`src/common/cpu_pkg.sv`:
```
`default_nettype none

package cpu_pkg;

    localparam int WORD_W = 32;
    localparam int REG_IDX_W = 3;
    localparam int IMM_W = 16;
    localparam int OPCODE_W = 6;

    typedef logic [WORD_W-1:0]    word_t;
    typedef logic [REG_IDX_W-1:0] reg_idx_t;
    typedef logic [IMM_W-1:0]     imm_t;
    typedef logic [OPCODE_W-1:0]  opcode_t;

    // instruction word layout, lowest bit of each field
    localparam int OPCODE_LSB = 0;
    localparam int SEL_A_LSB = 6;
    localparam int SEL_B_LSB = 9;
    localparam int SEL_W_LSB = 12;
    localparam int HIGH_LOW_BIT = 15;
    localparam int IMM_LSB = 16;

    localparam opcode_t OP_NOP   = 6'd0;
    localparam opcode_t OP_ADD   = 6'd1;
    localparam opcode_t OP_SUB   = 6'd2;
    localparam opcode_t OP_AND   = 6'd3;
    localparam opcode_t OP_OR    = 6'd4;
    localparam opcode_t OP_XOR   = 6'd5;
    localparam opcode_t OP_LDI   = 6'd6;
    localparam opcode_t OP_STORE = 6'd7;
    localparam opcode_t OP_LOAD  = 6'd8;
    localparam opcode_t OP_CMPEQ = 6'd9;
    localparam opcode_t OP_CMPLT = 6'd10;
    localparam opcode_t OP_BRF   = 6'd11;
    localparam opcode_t OP_JMP   = 6'd12;
    // every opcode between JMP and HALT behaves as a NOP
    localparam opcode_t OP_HALT  = 6'd63;

endpackage

`default_nettype wire

```
`src/common/reg_port_if.sv`:
```
`timescale 1ns/1ps
`default_nettype none

interface reg_port_if;
    import cpu_pkg::*;

    reg_idx_t sel_a;
    reg_idx_t sel_b;
    reg_idx_t sel_w;
    word_t    data_a;
    word_t    data_b;
    logic     flag_a;
    logic     reg_we;
    logic     flag_we;
    word_t    wr_data;
    logic     wr_flag;

    modport storage (
        input  sel_a, sel_b, sel_w, reg_we, flag_we, wr_data, wr_flag,
        output data_a, data_b, flag_a
    );

    modport control (
        output sel_a, sel_b, sel_w, reg_we, flag_we, wr_data, wr_flag,
        input  data_a, data_b, flag_a
    );

    // the ALU only sees the two operand words
    modport operands (
        input data_a, data_b
    );

endinterface

`default_nettype wire

```
`src/hdl/alu.sv`:
```
`timescale 1ns/1ps
`default_nettype none

module alu (
    reg_port_if.operands      rp,
    input  wire cpu_pkg::opcode_t opcode,
    input  wire               high_low,
    input  wire cpu_pkg::imm_t    imm,
    output cpu_pkg::word_t    result,
    output logic              flag
);
    import cpu_pkg::*;

    word_t a;
    word_t b;
    word_t ldi_value;
    logic  is_arith;

    assign a = rp.data_a;
    assign b = rp.data_b;

    // LDI high keeps the low half of a and puts imm on top
    always_comb
    begin
        if (high_low)
            ldi_value = {imm, a[IMM_W-1:0]};
        else
            ldi_value = word_t'(imm);
    end

    always_comb
    begin
        case (opcode)
            OP_ADD:
                result = a + b;
            OP_SUB:
                result = a - b;
            OP_AND:
                result = a & b;
            OP_OR:
                result = a | b;
            OP_XOR:
                result = a ^ b;
            OP_LDI:
                result = ldi_value;
            default:
                result = '0;
        endcase
    end

    assign is_arith = (opcode inside {OP_ADD, OP_SUB, OP_AND, OP_OR, OP_XOR});

    always_comb
    begin
        if (is_arith)
            flag = (result == '0);
        else if (opcode == OP_CMPEQ)
            flag = (a == b);
        else if (opcode == OP_CMPLT)
            // unsigned compare
            flag = (a < b);
        else
            flag = 1'b0;
    end

endmodule

`default_nettype wire

```
`src/hdl/cpu_sequencer.sv`:
```
`timescale 1ns/1ps
`default_nettype none

module cpu_sequencer (
    input  wire                  clock,
    input  wire                  rst,
    input  wire cpu_pkg::word_t  mem_rdata,
    input  wire cpu_pkg::word_t  pc,
    input  wire cpu_pkg::word_t  alu_result,
    input  wire                  alu_flag,
    output cpu_pkg::word_t       mem_addr,
    output cpu_pkg::word_t       mem_wdata,
    output logic                 mem_rd,
    output logic                 mem_wr,
    output logic                 halted,
    output logic                 pc_advance,
    output logic                 branch_taken,
    output cpu_pkg::opcode_t     opcode,
    output logic                 high_low,
    output cpu_pkg::imm_t        imm,
    reg_port_if.control          rp
);
    import cpu_pkg::*;

    typedef enum logic [2:0] {
        FETCH,
        LATCH,
        EXECUTE,
        WRITEBACK,
        HALTED
    } seq_state_t;

    seq_state_t state;
    seq_state_t next_state;
    word_t      ir;
    logic       in_wb;
    logic       is_arith;

    always_ff @(posedge clock)
    begin
        if (rst)
            state <= FETCH;
        else
            state <= next_state;
    end

    always_comb
    begin
        case (state)
            FETCH:     next_state = LATCH;
            LATCH:     next_state = EXECUTE;
            EXECUTE:   next_state = (opcode == OP_HALT) ? HALTED : WRITEBACK;
            WRITEBACK: next_state = FETCH;
            default:   next_state = HALTED;
        endcase
    end

    // fetched word arrives one cycle after the FETCH strobe
    always_ff @(posedge clock)
    begin
        if (state == LATCH)
            ir <= mem_rdata;
    end

    assign opcode   = ir[OPCODE_LSB +: OPCODE_W];
    assign rp.sel_a = ir[SEL_A_LSB +: REG_IDX_W];
    assign rp.sel_b = ir[SEL_B_LSB +: REG_IDX_W];
    assign rp.sel_w = ir[SEL_W_LSB +: REG_IDX_W];
    assign high_low = ir[HIGH_LOW_BIT];
    assign imm      = ir[IMM_LSB +: IMM_W];

    assign in_wb    = (state == WRITEBACK);
    assign is_arith = (opcode inside {OP_ADD, OP_SUB, OP_AND, OP_OR, OP_XOR});

    always_comb
    begin
        mem_rd   = 1'b0;
        mem_wr   = 1'b0;
        mem_addr = pc;
        if (state == FETCH)
            mem_rd = 1'b1;
        else if (state == EXECUTE && opcode == OP_STORE)
        begin
            mem_wr   = 1'b1;
            mem_addr = rp.data_b;
        end
        else if (state == EXECUTE && opcode == OP_LOAD)
        begin
            mem_rd   = 1'b1;
            mem_addr = rp.data_a;
        end
    end

    assign mem_wdata = rp.data_a;

    assign rp.reg_we  = in_wb && (is_arith || opcode == OP_LDI || opcode == OP_LOAD);
    assign rp.flag_we = in_wb && (is_arith || opcode == OP_CMPEQ || opcode == OP_CMPLT);
    // load data lands in the WRITEBACK cycle
    assign rp.wr_data = (opcode == OP_LOAD) ? mem_rdata : alu_result;
    assign rp.wr_flag = alu_flag;

    assign pc_advance   = in_wb;
    assign branch_taken = (opcode == OP_JMP) || (opcode == OP_BRF && rp.flag_a);
    assign halted       = (state == HALTED);

    a_strobe_exclusive: assert property (@(posedge clock) disable iff (rst)
        !(mem_rd && mem_wr));

    a_no_write_halted: assert property (@(posedge clock) disable iff (rst)
        halted |=> halted && !rp.reg_we && !rp.flag_we && !mem_rd && !mem_wr);

endmodule

`default_nettype wire

```
`src/hdl/cpu_top.sv`:
```
`timescale 1ns/1ps
`default_nettype none

module cpu_top #(
    parameter cpu_pkg::word_t RESET_PC = '0
) (
    input  wire                  clock,
    input  wire                  rst,
    input  wire cpu_pkg::word_t  mem_rdata,
    output wire cpu_pkg::word_t  mem_addr,
    output wire cpu_pkg::word_t  mem_wdata,
    output wire                  mem_rd,
    output wire                  mem_wr,
    output wire                  halted
);
    import cpu_pkg::*;

    word_t   pc;
    word_t   alu_result;
    logic    alu_flag;
    logic    pc_advance;
    logic    branch_taken;
    opcode_t opcode;
    logic    high_low;
    imm_t    imm;

    reg_port_if rp ();

    cpu_sequencer i_sequencer (
        .clock        (clock),
        .rst          (rst),
        .mem_rdata    (mem_rdata),
        .pc           (pc),
        .alu_result   (alu_result),
        .alu_flag     (alu_flag),
        .mem_addr     (mem_addr),
        .mem_wdata    (mem_wdata),
        .mem_rd       (mem_rd),
        .mem_wr       (mem_wr),
        .halted       (halted),
        .pc_advance   (pc_advance),
        .branch_taken (branch_taken),
        .opcode       (opcode),
        .high_low     (high_low),
        .imm          (imm),
        .rp           (rp.control)
    );

    reg_file i_reg_file (
        .clock (clock),
        .rst   (rst),
        .rp    (rp.storage)
    );

    alu i_alu (
        .rp       (rp.operands),
        .opcode   (opcode),
        .high_low (high_low),
        .imm      (imm),
        .result   (alu_result),
        .flag     (alu_flag)
    );

    // branch target is the immediate field
    pc_unit #(
        .RESET_PC (RESET_PC)
    ) i_pc (
        .clock        (clock),
        .rst          (rst),
        .advance      (pc_advance),
        .branch_taken (branch_taken),
        .target       (imm),
        .pc           (pc)
    );

endmodule

`default_nettype wire

```
`src/hdl/pc_unit.sv`:
```
`timescale 1ns/1ps
`default_nettype none

module pc_unit #(
    parameter cpu_pkg::word_t RESET_PC = '0
) (
    input  wire                 clock,
    input  wire                 rst,
    input  wire                 advance,
    input  wire                 branch_taken,
    input  wire cpu_pkg::imm_t  target,
    output cpu_pkg::word_t      pc
);
    import cpu_pkg::*;

    word_t pc_inc;
    word_t pc_next;

    // incrementer, one word per instruction
    assign pc_inc = pc + word_t'(1);

    always_comb
    begin
        if (branch_taken)
            pc_next = word_t'(target);
        else
            pc_next = pc_inc;
    end

    always_ff @(posedge clock)
    begin
        if (rst)
            pc <= RESET_PC;
        else if (advance)
            pc <= pc_next;
    end

    a_pc_hold: assert property (@(posedge clock) disable iff (rst)
        !advance |=> $stable(pc));

endmodule

`default_nettype wire

```
`src/regfile/reg_file.sv`:
```
`timescale 1ns/1ps
`default_nettype none

module reg_file (
    input  wire          clock,
    input  wire          rst,
    reg_port_if.storage  rp
);
    import cpu_pkg::*;

    localparam int NUM_REGS = 2 ** REG_IDX_W;

    word_t               regs [NUM_REGS];
    logic [NUM_REGS-1:0] flags;

    // a register and its flag are written independently
    always_ff @(posedge clock)
    begin
        if (rst)
        begin
            for (int i = 0; i < NUM_REGS; i++)
            begin
                regs[i] <= '0;
            end
        end
        else if (rp.reg_we)
        begin
            regs[rp.sel_w] <= rp.wr_data;
        end
    end

    always_ff @(posedge clock)
    begin
        if (rst)
            flags <= '0;
        else if (rp.flag_we)
            flags[rp.sel_w] <= rp.wr_flag;
    end

    // read ports are combinational
    assign rp.data_a = regs[rp.sel_a];
    assign rp.data_b = regs[rp.sel_b];
    assign rp.flag_a = flags[rp.sel_a];

    a_known_index: assert property (@(posedge clock) disable iff (rst)
        (rp.reg_we || rp.flag_we) |-> !$isunknown(rp.sel_w));

endmodule

`default_nettype wire

```
`config.mk`:
```
export PLATFORM = sky130hd
export DESIGN_NAME = cpu_top
export DESIGN_NICKNAME = d
export VERILOG_FILES = /design/src/common/cpu_pkg.sv /design/src/common/reg_port_if.sv /design/src/hdl/alu.sv /design/src/hdl/cpu_sequencer.sv /design/src/hdl/cpu_top.sv /design/src/hdl/pc_unit.sv /design/src/regfile/reg_file.sv
export SDC_FILE = /design/constraint.sdc
export NUM_CORES = 1
export LEC_CHECK = 0
export ABC_AREA = 1
export BUFFER_PORTS_ARGS = -buffer_cell sky130_fd_sc_hd__buf_2
export CAP_MARGIN = 10
export CORE_UTILIZATION = 50
export CTS_BUF_LIST = sky130_fd_sc_hd__clkbuf_4
export CTS_CLUSTER_DIAMETER = 120
export CTS_CLUSTER_SIZE = 16
export DETAILED_ROUTE_END_ITERATION = 8
export GPL_TIMING_DRIVEN = 1
export PLACE_DENSITY = 0.71
export SLEW_MARGIN = 20
export SYNTH_ARGS = -nofsm -noshare
export SYNTH_HDL_FRONTEND = slang
export SYNTH_HIERARCHICAL = 1
export SYNTH_SLANG_ARGS = --single-unit
```
`constraint.sdc`:
```
create_clock -name clock -period 4.4 [get_ports clock]
set_input_delay 0.88 -clock clock [delete_from_list [all_inputs] [get_ports clock]]
set_output_delay 0.88 -clock clock [all_outputs]
set_load 0.005 [all_outputs]
```
======== Word-level counts from Yosys, hierarchy flattened ========
Memory sizes are Yosys's and may differ from the RTL's. A register that Yosys moved wholly into a read port is not among the register bits.
Cells that the tools add are included.
word-level totals
  register bits after elaboration ......... 75
  bits in writable memories ............... 256
  output and inout port bits .............. 67
  input port bits ......................... 34
  memories ................................ 1
  word-level logic and storage cells ...... 80
memories
  memory           depth  width  read ports  clocked after Yosys merged registers in  write ports  RTL line        RTL
  i_reg_file.regs  8      32     2           2                                        8            reg_file.sv:13  word_t regs [NUM_REGS];
operators by class
  $lt $le $gt $ge ......................... 4
  bitwise gates (word level) .............. 3
  eq/ne operators ......................... 18
  reduce and logical (&&, ||, !) cells .... 15
  multiplexer cells ....................... 32
  $add $sub $neg .......................... 3
operators with widths
  operator                                                               count
  32-bit two-way mux                                                     7
  32-bit one-hot mux with 6 select lines                                 1
  32-bit by 1-bit adder with 32-bit output (second input constant)       1
  32-bit adder                                                           1
  32-bit AND                                                             1
  32-bit == test                                                         1
  32-bit logical NOT                                                     1
  32-bit < comparator                                                    1
  32-bit OR                                                              1
  32-bit OR reduction                                                    1
  32-bit subtractor                                                      1
  32-bit bitwise XOR                                                     1
  6-bit by 4-bit == test with 1-bit output (second input constant)       5
  6-bit by 3-bit == test with 1-bit output (second input constant)       4
  1-bit two-way mux                                                      16
  6-bit by 2-bit == test with 1-bit output (second input constant)       2
  3-bit two-way mux                                                      4
  3-bit one-hot mux with 4 select lines                                  1
  8-bit bitwise mux                                                      1
  3-bit by 4-bit < comparator with 1-bit output (second input constant)  2
  3-bit by 2-bit == test with 1-bit output (second input constant)       2
  6-bit by 1-bit == test with 1-bit output (second input constant)       1
  6-bit == test (second input constant)                                  1
  1-bit logical AND                                                      6
  8 further kinds                                                        12

======== Longest topological paths before layout ========
Gate-level depths: netlist (run 1).
  depth in word-level cells ............... 10
  gate-level depth with buffers ........... 35
  depth with buffers taken out ............ 30

======== Hierarchy ========
Netlist (run 1), hierarchy kept.
by module, submodules not included
  module         cells each  seq. area each (um^2)  area each (um^2)  times used
  reg_file       2,126       7,847.5                15,675.0          1
  alu            1,402       0.0                    7,372.1           1
  cpu_sequencer  473         1,021.0                3,105.5           1
  pc_unit        317         640.6                  2,000.7           1

======== Worst setup path after synthesis (run 1) ========
No wires, ideal clock.
  path type ............................... register to register
  start point ............................. register, netlist name i_sequencer/ir[7]
  end point ............................... register i_reg_file.flags[2]
  path buffers ............................ 3
  period minus slack after synthesis ...... 3.334 ns
  setup time .............................. 0.064 ns
  data arrival time ....................... 3.270 ns
  cell stages (with the launch flop) ...... 31
  data required time ...................... 4.336 ns
  setup slack ............................. 1.066 ns
  cell sequence ........................... edfxtp_1 > inv_1 > buf_2 > buf_2 > nand3_1 > nand2_1 > nand2_1 > nand2_1 > ha_1 > inv_1 > fa_1 > inv_1 > nand3_1 > nand2_1 > nand3_1 > nand3_1 > nand3_1 > nand2_1 > nand2_1 > nand3_1 > nand2_1 > nor2_1 > nand2_1 > nor2_1 > nand3_1 > nand2_1 > buf_4 > inv_1 > nand4_1 > nand2_1 > nor2_1
RTL lines
  what                            RTL line        RTL
  end signal: indexed assignment  reg_file.sv:37  flags[rp.sel_w] <= rp.wr_flag;
  end: declaration                reg_file.sv:14  logic [NUM_REGS-1:0] flags;

======== Final worst setup path (run 1) ========
  start point ............................. register i_sequencer.ir[0]
  end point ............................... output mem_addr[16]
on the way
  cells in the longest elaborated chain, start to end .. 5
  elaborated cells on any way between the ends .. 7
  classes of those cells .................. eq/ne (2); mux (3); reduce/logical (2)
RTL lines
  what                                      RTL line             RTL
  start: declaration                        cpu_sequencer.sv:35  word_t ir;
  start signal: assignment                  cpu_sequencer.sv:62  ir <= mem_rdata;
  6-bit by 4-bit == test with 1-bit output  cpu_sequencer.sv:87  else if (state == EXECUTE && opcode == OP_LOAD)
  1-bit logical AND                         cpu_sequencer.sv:87
  32-bit two-way mux                        cpu_sequencer.sv:87
  32-bit two-way mux (*)                    cpu_sequencer.sv:82  else if (state == EXECUTE && opcode == OP_STORE)
  32-bit two-way mux (*)                    cpu_sequencer.sv:80  if (state == FETCH)
  end: declaration                          cpu_top.sv:10        output wire cpu_pkg::word_t mem_addr,
Every way passes the cells marked *; elsewhere a longest branch is shown, timed or not.

==> results of run 1 <==
[flip-flops by register name, summed over array words and instances (netlist names)]
signal and flops:
i_pc/pc 32, i_reg_file/flags 8, i_reg_file/regs 256, i_sequencer/ir 32, i_sequencer/state 3
[cells in the final DEF, fill, tap and decap left out, types with 34 or more instances in the layout]
cell      instances
a21oi_1          77
buf_2           100
buf_4           215
clkbuf_4         42
dfxtp_1          43
edfxtp_1        288
ha_1             83
inv_1           661
inv_2            34
nand2_1        1481
nand2_2          39
nand3_1         492
nand4_1          72
nor2_1          522
nor2_2           34
o21ai_0          44
[critical path, delay by kind of cell (launching register included)]
kind / cells / cell delay (ns)
buffers and inverters: 2 / 0.56
flip-flops: 1 / 0.67
AND/OR/NAND/NOR: 6 / 1.28
[what timing repair did]
item | 4_1_cts | 5_1_grt
setup buffers | 0 | 0
endpoints found under the setup margin | 0 | 69
resized for setup | 0 | 68
[layer usage]
| metal | vias to the layer above | track usage |
|---|---|---|
| li1 | 13700 | - |
| met1 | 13100 | 0.515 |
| met2 | 1769 | 0.569 |
| met3 | 283 | 0.0597 |
| met4 | 0 | 0.200 |
| met5 | - | 0 |
[cell families after synthesis]
family / count (synthesis) / synth area share
and+or+nand+nor: 2726 / 0.413
buffers and inverters: 938 / 0.153
AOI/OAI and AO/OA: 212 / 0.0472
adders and majority gates: 108 / 0.0485
DFF: 331 / 0.338
xor gates and xnor gates: 3 / 0.000933
[worst paths after layout]
path         cells after the start  slack [ns]                  end
max                              8        0.14         mem_addr[16]
min                              1        0.22    i_sequencer/ir[4]
max reg2reg                     30        0.15  i_reg_file/flags[4]
min reg2reg                      2        0.50  i_reg_file/flags[4]
[layout make-up]
type                    instances  area [um2]
multi-input cells            3049       14600
well taps                     748         936
flip-flops and latches        331        9510
diodes                          2        5.00
inverters                     703        2660
clock buffers                  42         315
fillers                      5490       24700
repair buffers                345        2730
clock inverters                 3        23.8
[power groups by stage]
stage                     logic, W  clock network, W  registers [W]
final                      0.00526           0.00149        0.00364
after global routing       0.00567           0.00161        0.00365
after CTS                  0.00494           0.00152        0.00364
after detailed placement   0.00492                 0        0.00371
after global placement     0.00492                 0        0.00371
after floorplan            0.00314                 0        0.00365
[metrics by stage]
stage | cells | util | cell area (um2) | hold slack, ns | power (W)
after floorplan | 4318 | - | 28200 | 0.434 | 0.00679
final | 5223 | 0.555 | 30700 | 0.225 | 0.0104
after global placement | 5172 | 0.543 | 30100 | 0.465 | 0.00863
after CTS | 5217 | 0.549 | 30400 | 0.181 | 0.0101
after global routing | 5223 | 0.555 | 30700 | 0.207 | 0.0109
after detailed placement | 5172 | 0.543 | 30100 | 0.470 | 0.00863
==> out/metrics.cfg, run 1 <==
[status]
status=completed

[sta]
final-max-slew-violation-count=0
maxSlewHeadroom=0.300
max_freq_ghz=0.235
clock_skew_ns=0.0454
hold_viol_final=0
worst_slew_pin_slew_ns=1.05
setup_viol=0
rsz0062_at_grt=false
fin_crit_sh=0.968
setup_tns_ns=0
finalCriticalPeriod_ns=4.26
setup_ws_ns=0.140

[clock_tree]
cts_inserted_buffers=25
cts_tree=yes
cts-root-buf=clkbuf_4
cts.clk_slew.worst_paths_ns=0.18
holdBufCountCts=0
cts_sinks=331
h-tree-depth=1
clockBufferDepth=3
clock_latency_ns=0.83

[yosys]
yosys_warnings=6
synth_edf_count=288
synth_cell_types=54
syn_area_um2=28200
yosysMostFrequentCell=nand2_1
ys.flop_type=edfxtp_1
syn_avg_cell_area_um2=6.52
synth_seq_cells=331
synth_top_cell_by_area=edfxtp_1
syn_inst=4318
synth_top_area_share=0.307
synthTopCellsByCount=nand2_1 (1500), inv_1 (668), nor2_1 (532)
postSynth.asyncResetShare=0
ys_seq_area_frac=0.338
netlist_top_cells_area=edfxtp_1 (31%), nand2_1 (20%), inv_1 (8.9%)
synth_nets=4460

[floorplan]
start_util=0.508
die_y_um=239
die_w_um=239
design.die.area_um2=57300
num_rows=86
ioPinCount=101
core_area_um2=55400

[power_and_ir_drop]
power_density_nw_per_um2=338
p_sw_frac=0.449
leakagePower_nw=15.4
seqPwrFrac=0.351
pwr-share-clk=0.143
vdd_ir_drop_max_mv=0.188
p_switching_w=0.00467
internal_power_w=0.00572
pwr-share-comb=0.506

[placement]
numPortBuffers=100
routabilityCongestion=1.11
pre_cts_slack_ns=0.0555
hpwl_um=79900

[final_layout]
fin_nets=4597
areaGrowthSynthToFinish_pct=9.21
drive_above_1_share=0.133

[worst_setup_path]
cp-start-kind=flop
critical_path_arrival_ns=3.38
worst_ep_required_time_ns=3.52
critPathLaunch=i_sequencer/ir[0]
crit_path_end_kind=primary output
slowest_delay_ns=0.67
regToRegStartpoint=i_sequencer/ir[6]
slowest_stage=edfxtp_1
path_class=reg -> out
crit_fanout=29
crit_chain=nor2_4 > nand2_2 > nor2_8 > buf_4 > nand3_1 > nand2_1 > nor2_1 > buf_2

[job]
cap_violations=0

[worst_hold_path]
hold_class=in -> reg
hold_start=mem_rdata[4]

[route]
drc=0
ant_nets=0
vias=28900
detail_route.wl_per_cell_um=21.0
dr.pass1.iters=8
wl_um=110000
drt_iter0_drc=3422
wl_met1_um=43600
wl_met2_um=46800
wl_met3_um=12700
viasPerCell=5.53
highest_layer=met4

[grt]
track_usage=0.376
antenna_found_initial=2
grt_pass1_vias=25800
grt_pass1_wl_um=160000
overflow=0
grt_max_degree=57

Power figures use the tool's default switching activity.
==> run 2: changes to the inputs <==
--- a/config.mk
+++ b/config.mk
@@ -8,6 +8,7 @@
 export ABC_AREA = 1
 export BUFFER_PORTS_ARGS = -buffer_cell sky130_fd_sc_hd__buf_2
 export CAP_MARGIN = 10
+export CORE_MARGIN = 2
 export CORE_UTILIZATION = 50
 export CTS_BUF_LIST = sky130_fd_sc_hd__clkbuf_4
 export CTS_CLUSTER_DIAMETER = 120
@@ -15,6 +16,7 @@
 export DETAILED_ROUTE_END_ITERATION = 8
 export GPL_TIMING_DRIVEN = 1
 export PLACE_DENSITY = 0.71
+export RECOVER_POWER = 50
 export SLEW_MARGIN = 20
 export SYNTH_ARGS = -nofsm -noshare
 export SYNTH_HDL_FRONTEND = slang
==> out/metrics.cfg, run 2 (synthesized netlist as in run 1, its figures left out) <==
[grt]
grt_pass1_wl_um=159000  ; was 160000 um
overflow=0  ; unchanged
grt_max_degree=104  ; was 57
grt_pass1_vias=26000  ; was 25800
track_usage=0.368  ; was 0.376
antenna_found_initial=2  ; unchanged

[clock_tree]
cts.clk_slew.worst_paths_ns=0.19  ; was 0.18 ns
cts_inserted_buffers=25  ; unchanged
cts-root-buf=clkbuf_4  ; unchanged
clock_latency_ns=0.81  ; was 0.83 ns
clockBufferDepth=3  ; unchanged
h-tree-depth=1  ; unchanged
cts_tree=yes  ; unchanged
holdBufCountCts=0  ; unchanged
cts_sinks=331  ; unchanged

[route]
ant_nets=0  ; unchanged
viasPerCell=5.54  ; was 5.53
drc=0  ; unchanged
wl_um=109000  ; was 110000 um
detail_route.wl_per_cell_um=21.2  ; was 21.0 um
drt_iter0_drc=3782  ; was 3422
vias=28600  ; was 28900
dr.pass1.iters=6  ; was 8

[final_layout]
layout.cells.non_filler=5159  ; was 5223
areaGrowthSynthToFinish_pct=7.89  ; was 9.21%
regMostFlops=i_reg_file/regs  ; unchanged
layout_commonest_cell=nand2_1  ; unchanged
fin_util=0.548  ; was 0.555
fin_nets=4533  ; was 4597
reg_top3=i_reg_file/regs: 256 flops, i_pc/pc: 32 flops, i_sequencer/ir: 32 flops  ; unchanged
largest_reg_flops=256  ; unchanged
drive_above_1_share=0.119  ; was 0.133
stdcell_area_um2=30400  ; was 30700 um2
layout_common_cells=nand2_1 (1465), inv_1 (662), nor2_1 (524)  ; was nand2_1 (1481), inv_1 (661), nor2_1 (522)

[sta]
worst_slew_pin_slew_ns=2.23  ; was 1.05 ns
clock_skew_ns=0.0403  ; was 0.0454 ns
final-max-slew-violation-count=34  ; was 0
hold_viol_final=0  ; unchanged
setup_viol=0  ; unchanged
finalCriticalPeriod_ns=4.24  ; was 4.26 ns
maxSlewHeadroom=-0.485  ; was 0.300
fin_crit_sh=0.963  ; was 0.968
max_freq_ghz=0.236  ; was 0.235 GHz
setup_tns_ns=0  ; unchanged

[worst_setup_path]
r2r_cells=24  ; was 30
cp-start-kind=flop  ; unchanged
crit_path_end_kind=flop  ; was primary output
path_class=reg -> reg  ; was reg -> out
crit_fanout=23  ; was 29
critical_path_arrival_ns=4.77  ; was 3.38 ns
worst_ep_required_time_ns=4.93  ; was 3.52 ns

[worst_hold_path]
worstHoldPathCells=1  ; unchanged
hold_class=in -> reg  ; unchanged

[power_and_ir_drop]
vdd_ir_drop_max_mv=0.232  ; was 0.188 mV
power_w=0.0103  ; was 0.0104 W
leakagePower_nw=15.0  ; was 15.4 nW
power_density_nw_per_um2=339  ; was 338 nW/um2

[floorplan]
num_rows=86  ; unchanged
die_y_um=241  ; was 239 um
start_util=0.508  ; unchanged
core_area_um2=55400  ; unchanged
ioPinCount=101  ; unchanged
design.die.area_um2=58200  ; was 57300 um2
die_w_um=241  ; was 239 um

[placement]
postPlaceCellArea_um2=29500  ; was 30100 um2
numPortBuffers=100  ; unchanged
place_inst=5106  ; was 5172
routabilityCongestion=1.07  ; was 1.11
hpwl_um=78800  ; was 79900 um

[status]
failed_checks=max-capacitance violations, max-slew violations
status=complete, but fails checks  ; was completed

[job]
cap_violations=1  ; was 0

run 2: changes by cell type in the layout (fill, tap and decap cells not counted), sizes merged:
cell and delta:
buf -104, clkbuf +39, clkinv +3, inv -2
run 2: repair_timing:
action,in CTS,in global routing
setup buffers,0,3
gates resized for setup,0,127
endpoints found under the hold margin,0,0
setup endpoints to repair,0,144
run 2: critical path, stage by stage (launching register included):
cell and delay (ns):
edfxtp_1 0.46, buf_12 0.18, buf_16 0.18, buf_4 0.20, nand2_1 0.07, nand3_1 0.08
nand2_1 0.07, nand2_1 0.05, nand2_1 0.19, inv_1 0.09, ha_1 0.39, inv_1 0.23
o21ai_0 0.14, a21oi_1 0.20, nand2_1 0.11, a21oi_1 0.19, nand3_1 0.10, nand3_1 0.09
nand2_1 0.06, nor2_1 0.20, inv_1 0.07, nand2_1 0.11, nand2_1 0.19, inv_2 0.20
nor2_1 0.07
run 2: worst paths after layout:
kind	startpoint	to	slack, ns
worst max-delay path	i_sequencer/ir[9]	i_reg_file/regs[2][30]	0.16
worst min-delay path	mem_rdata[9]	i_sequencer/ir[9]	0.24
worst max register to register	i_sequencer/ir[9]	i_reg_file/regs[2][30]	0.16
worst min register to register	i_pc/pc[20]	i_pc/pc[20]	0.49
run 2: area by class of cell:
type,instances,area [um2]
well taps,748,936
clock buffers,42,315
clock inverters,3,28.8
inverters,703,2670
diodes,2,5.00
multi-input cells,3049,14800
repair buffers,280,2130
fillers,5623,25000
flip-flops and latches,331,9510
repair inverters,1,8.76
run 2: stage by stage:
| stage | worst slack (ns) | hold WS (ns) |
|---|---|---|
| final | 0.161 | 0.242 |
| after CTS | 0.00295 | 0.213 |
| after detailed placement | 0.0855 | 0.462 |
| after global routing | -0.0128 | 0.221 |
| after floorplan | 1.07 | 0.434 |
| after global placement | 0.101 | 0.459 |
run 2: metal layers:
metal,share of wire,track usage,up-vias
met1,0.40,0.504,13100
met3,0.12,0.0672,291
li1,-,-,13600
met5,0,0,-
met4,0.069,0.221,0
met2,0.42,0.542,1650
run 2: power breakdown:
part           switching (W)  total (W)  internal [W]
clock network        0.00105    0.00149      0.000438
logic                0.00352    0.00517       0.00165
registers           0.000106    0.00364       0.00353
total                0.00468     0.0103       0.00562
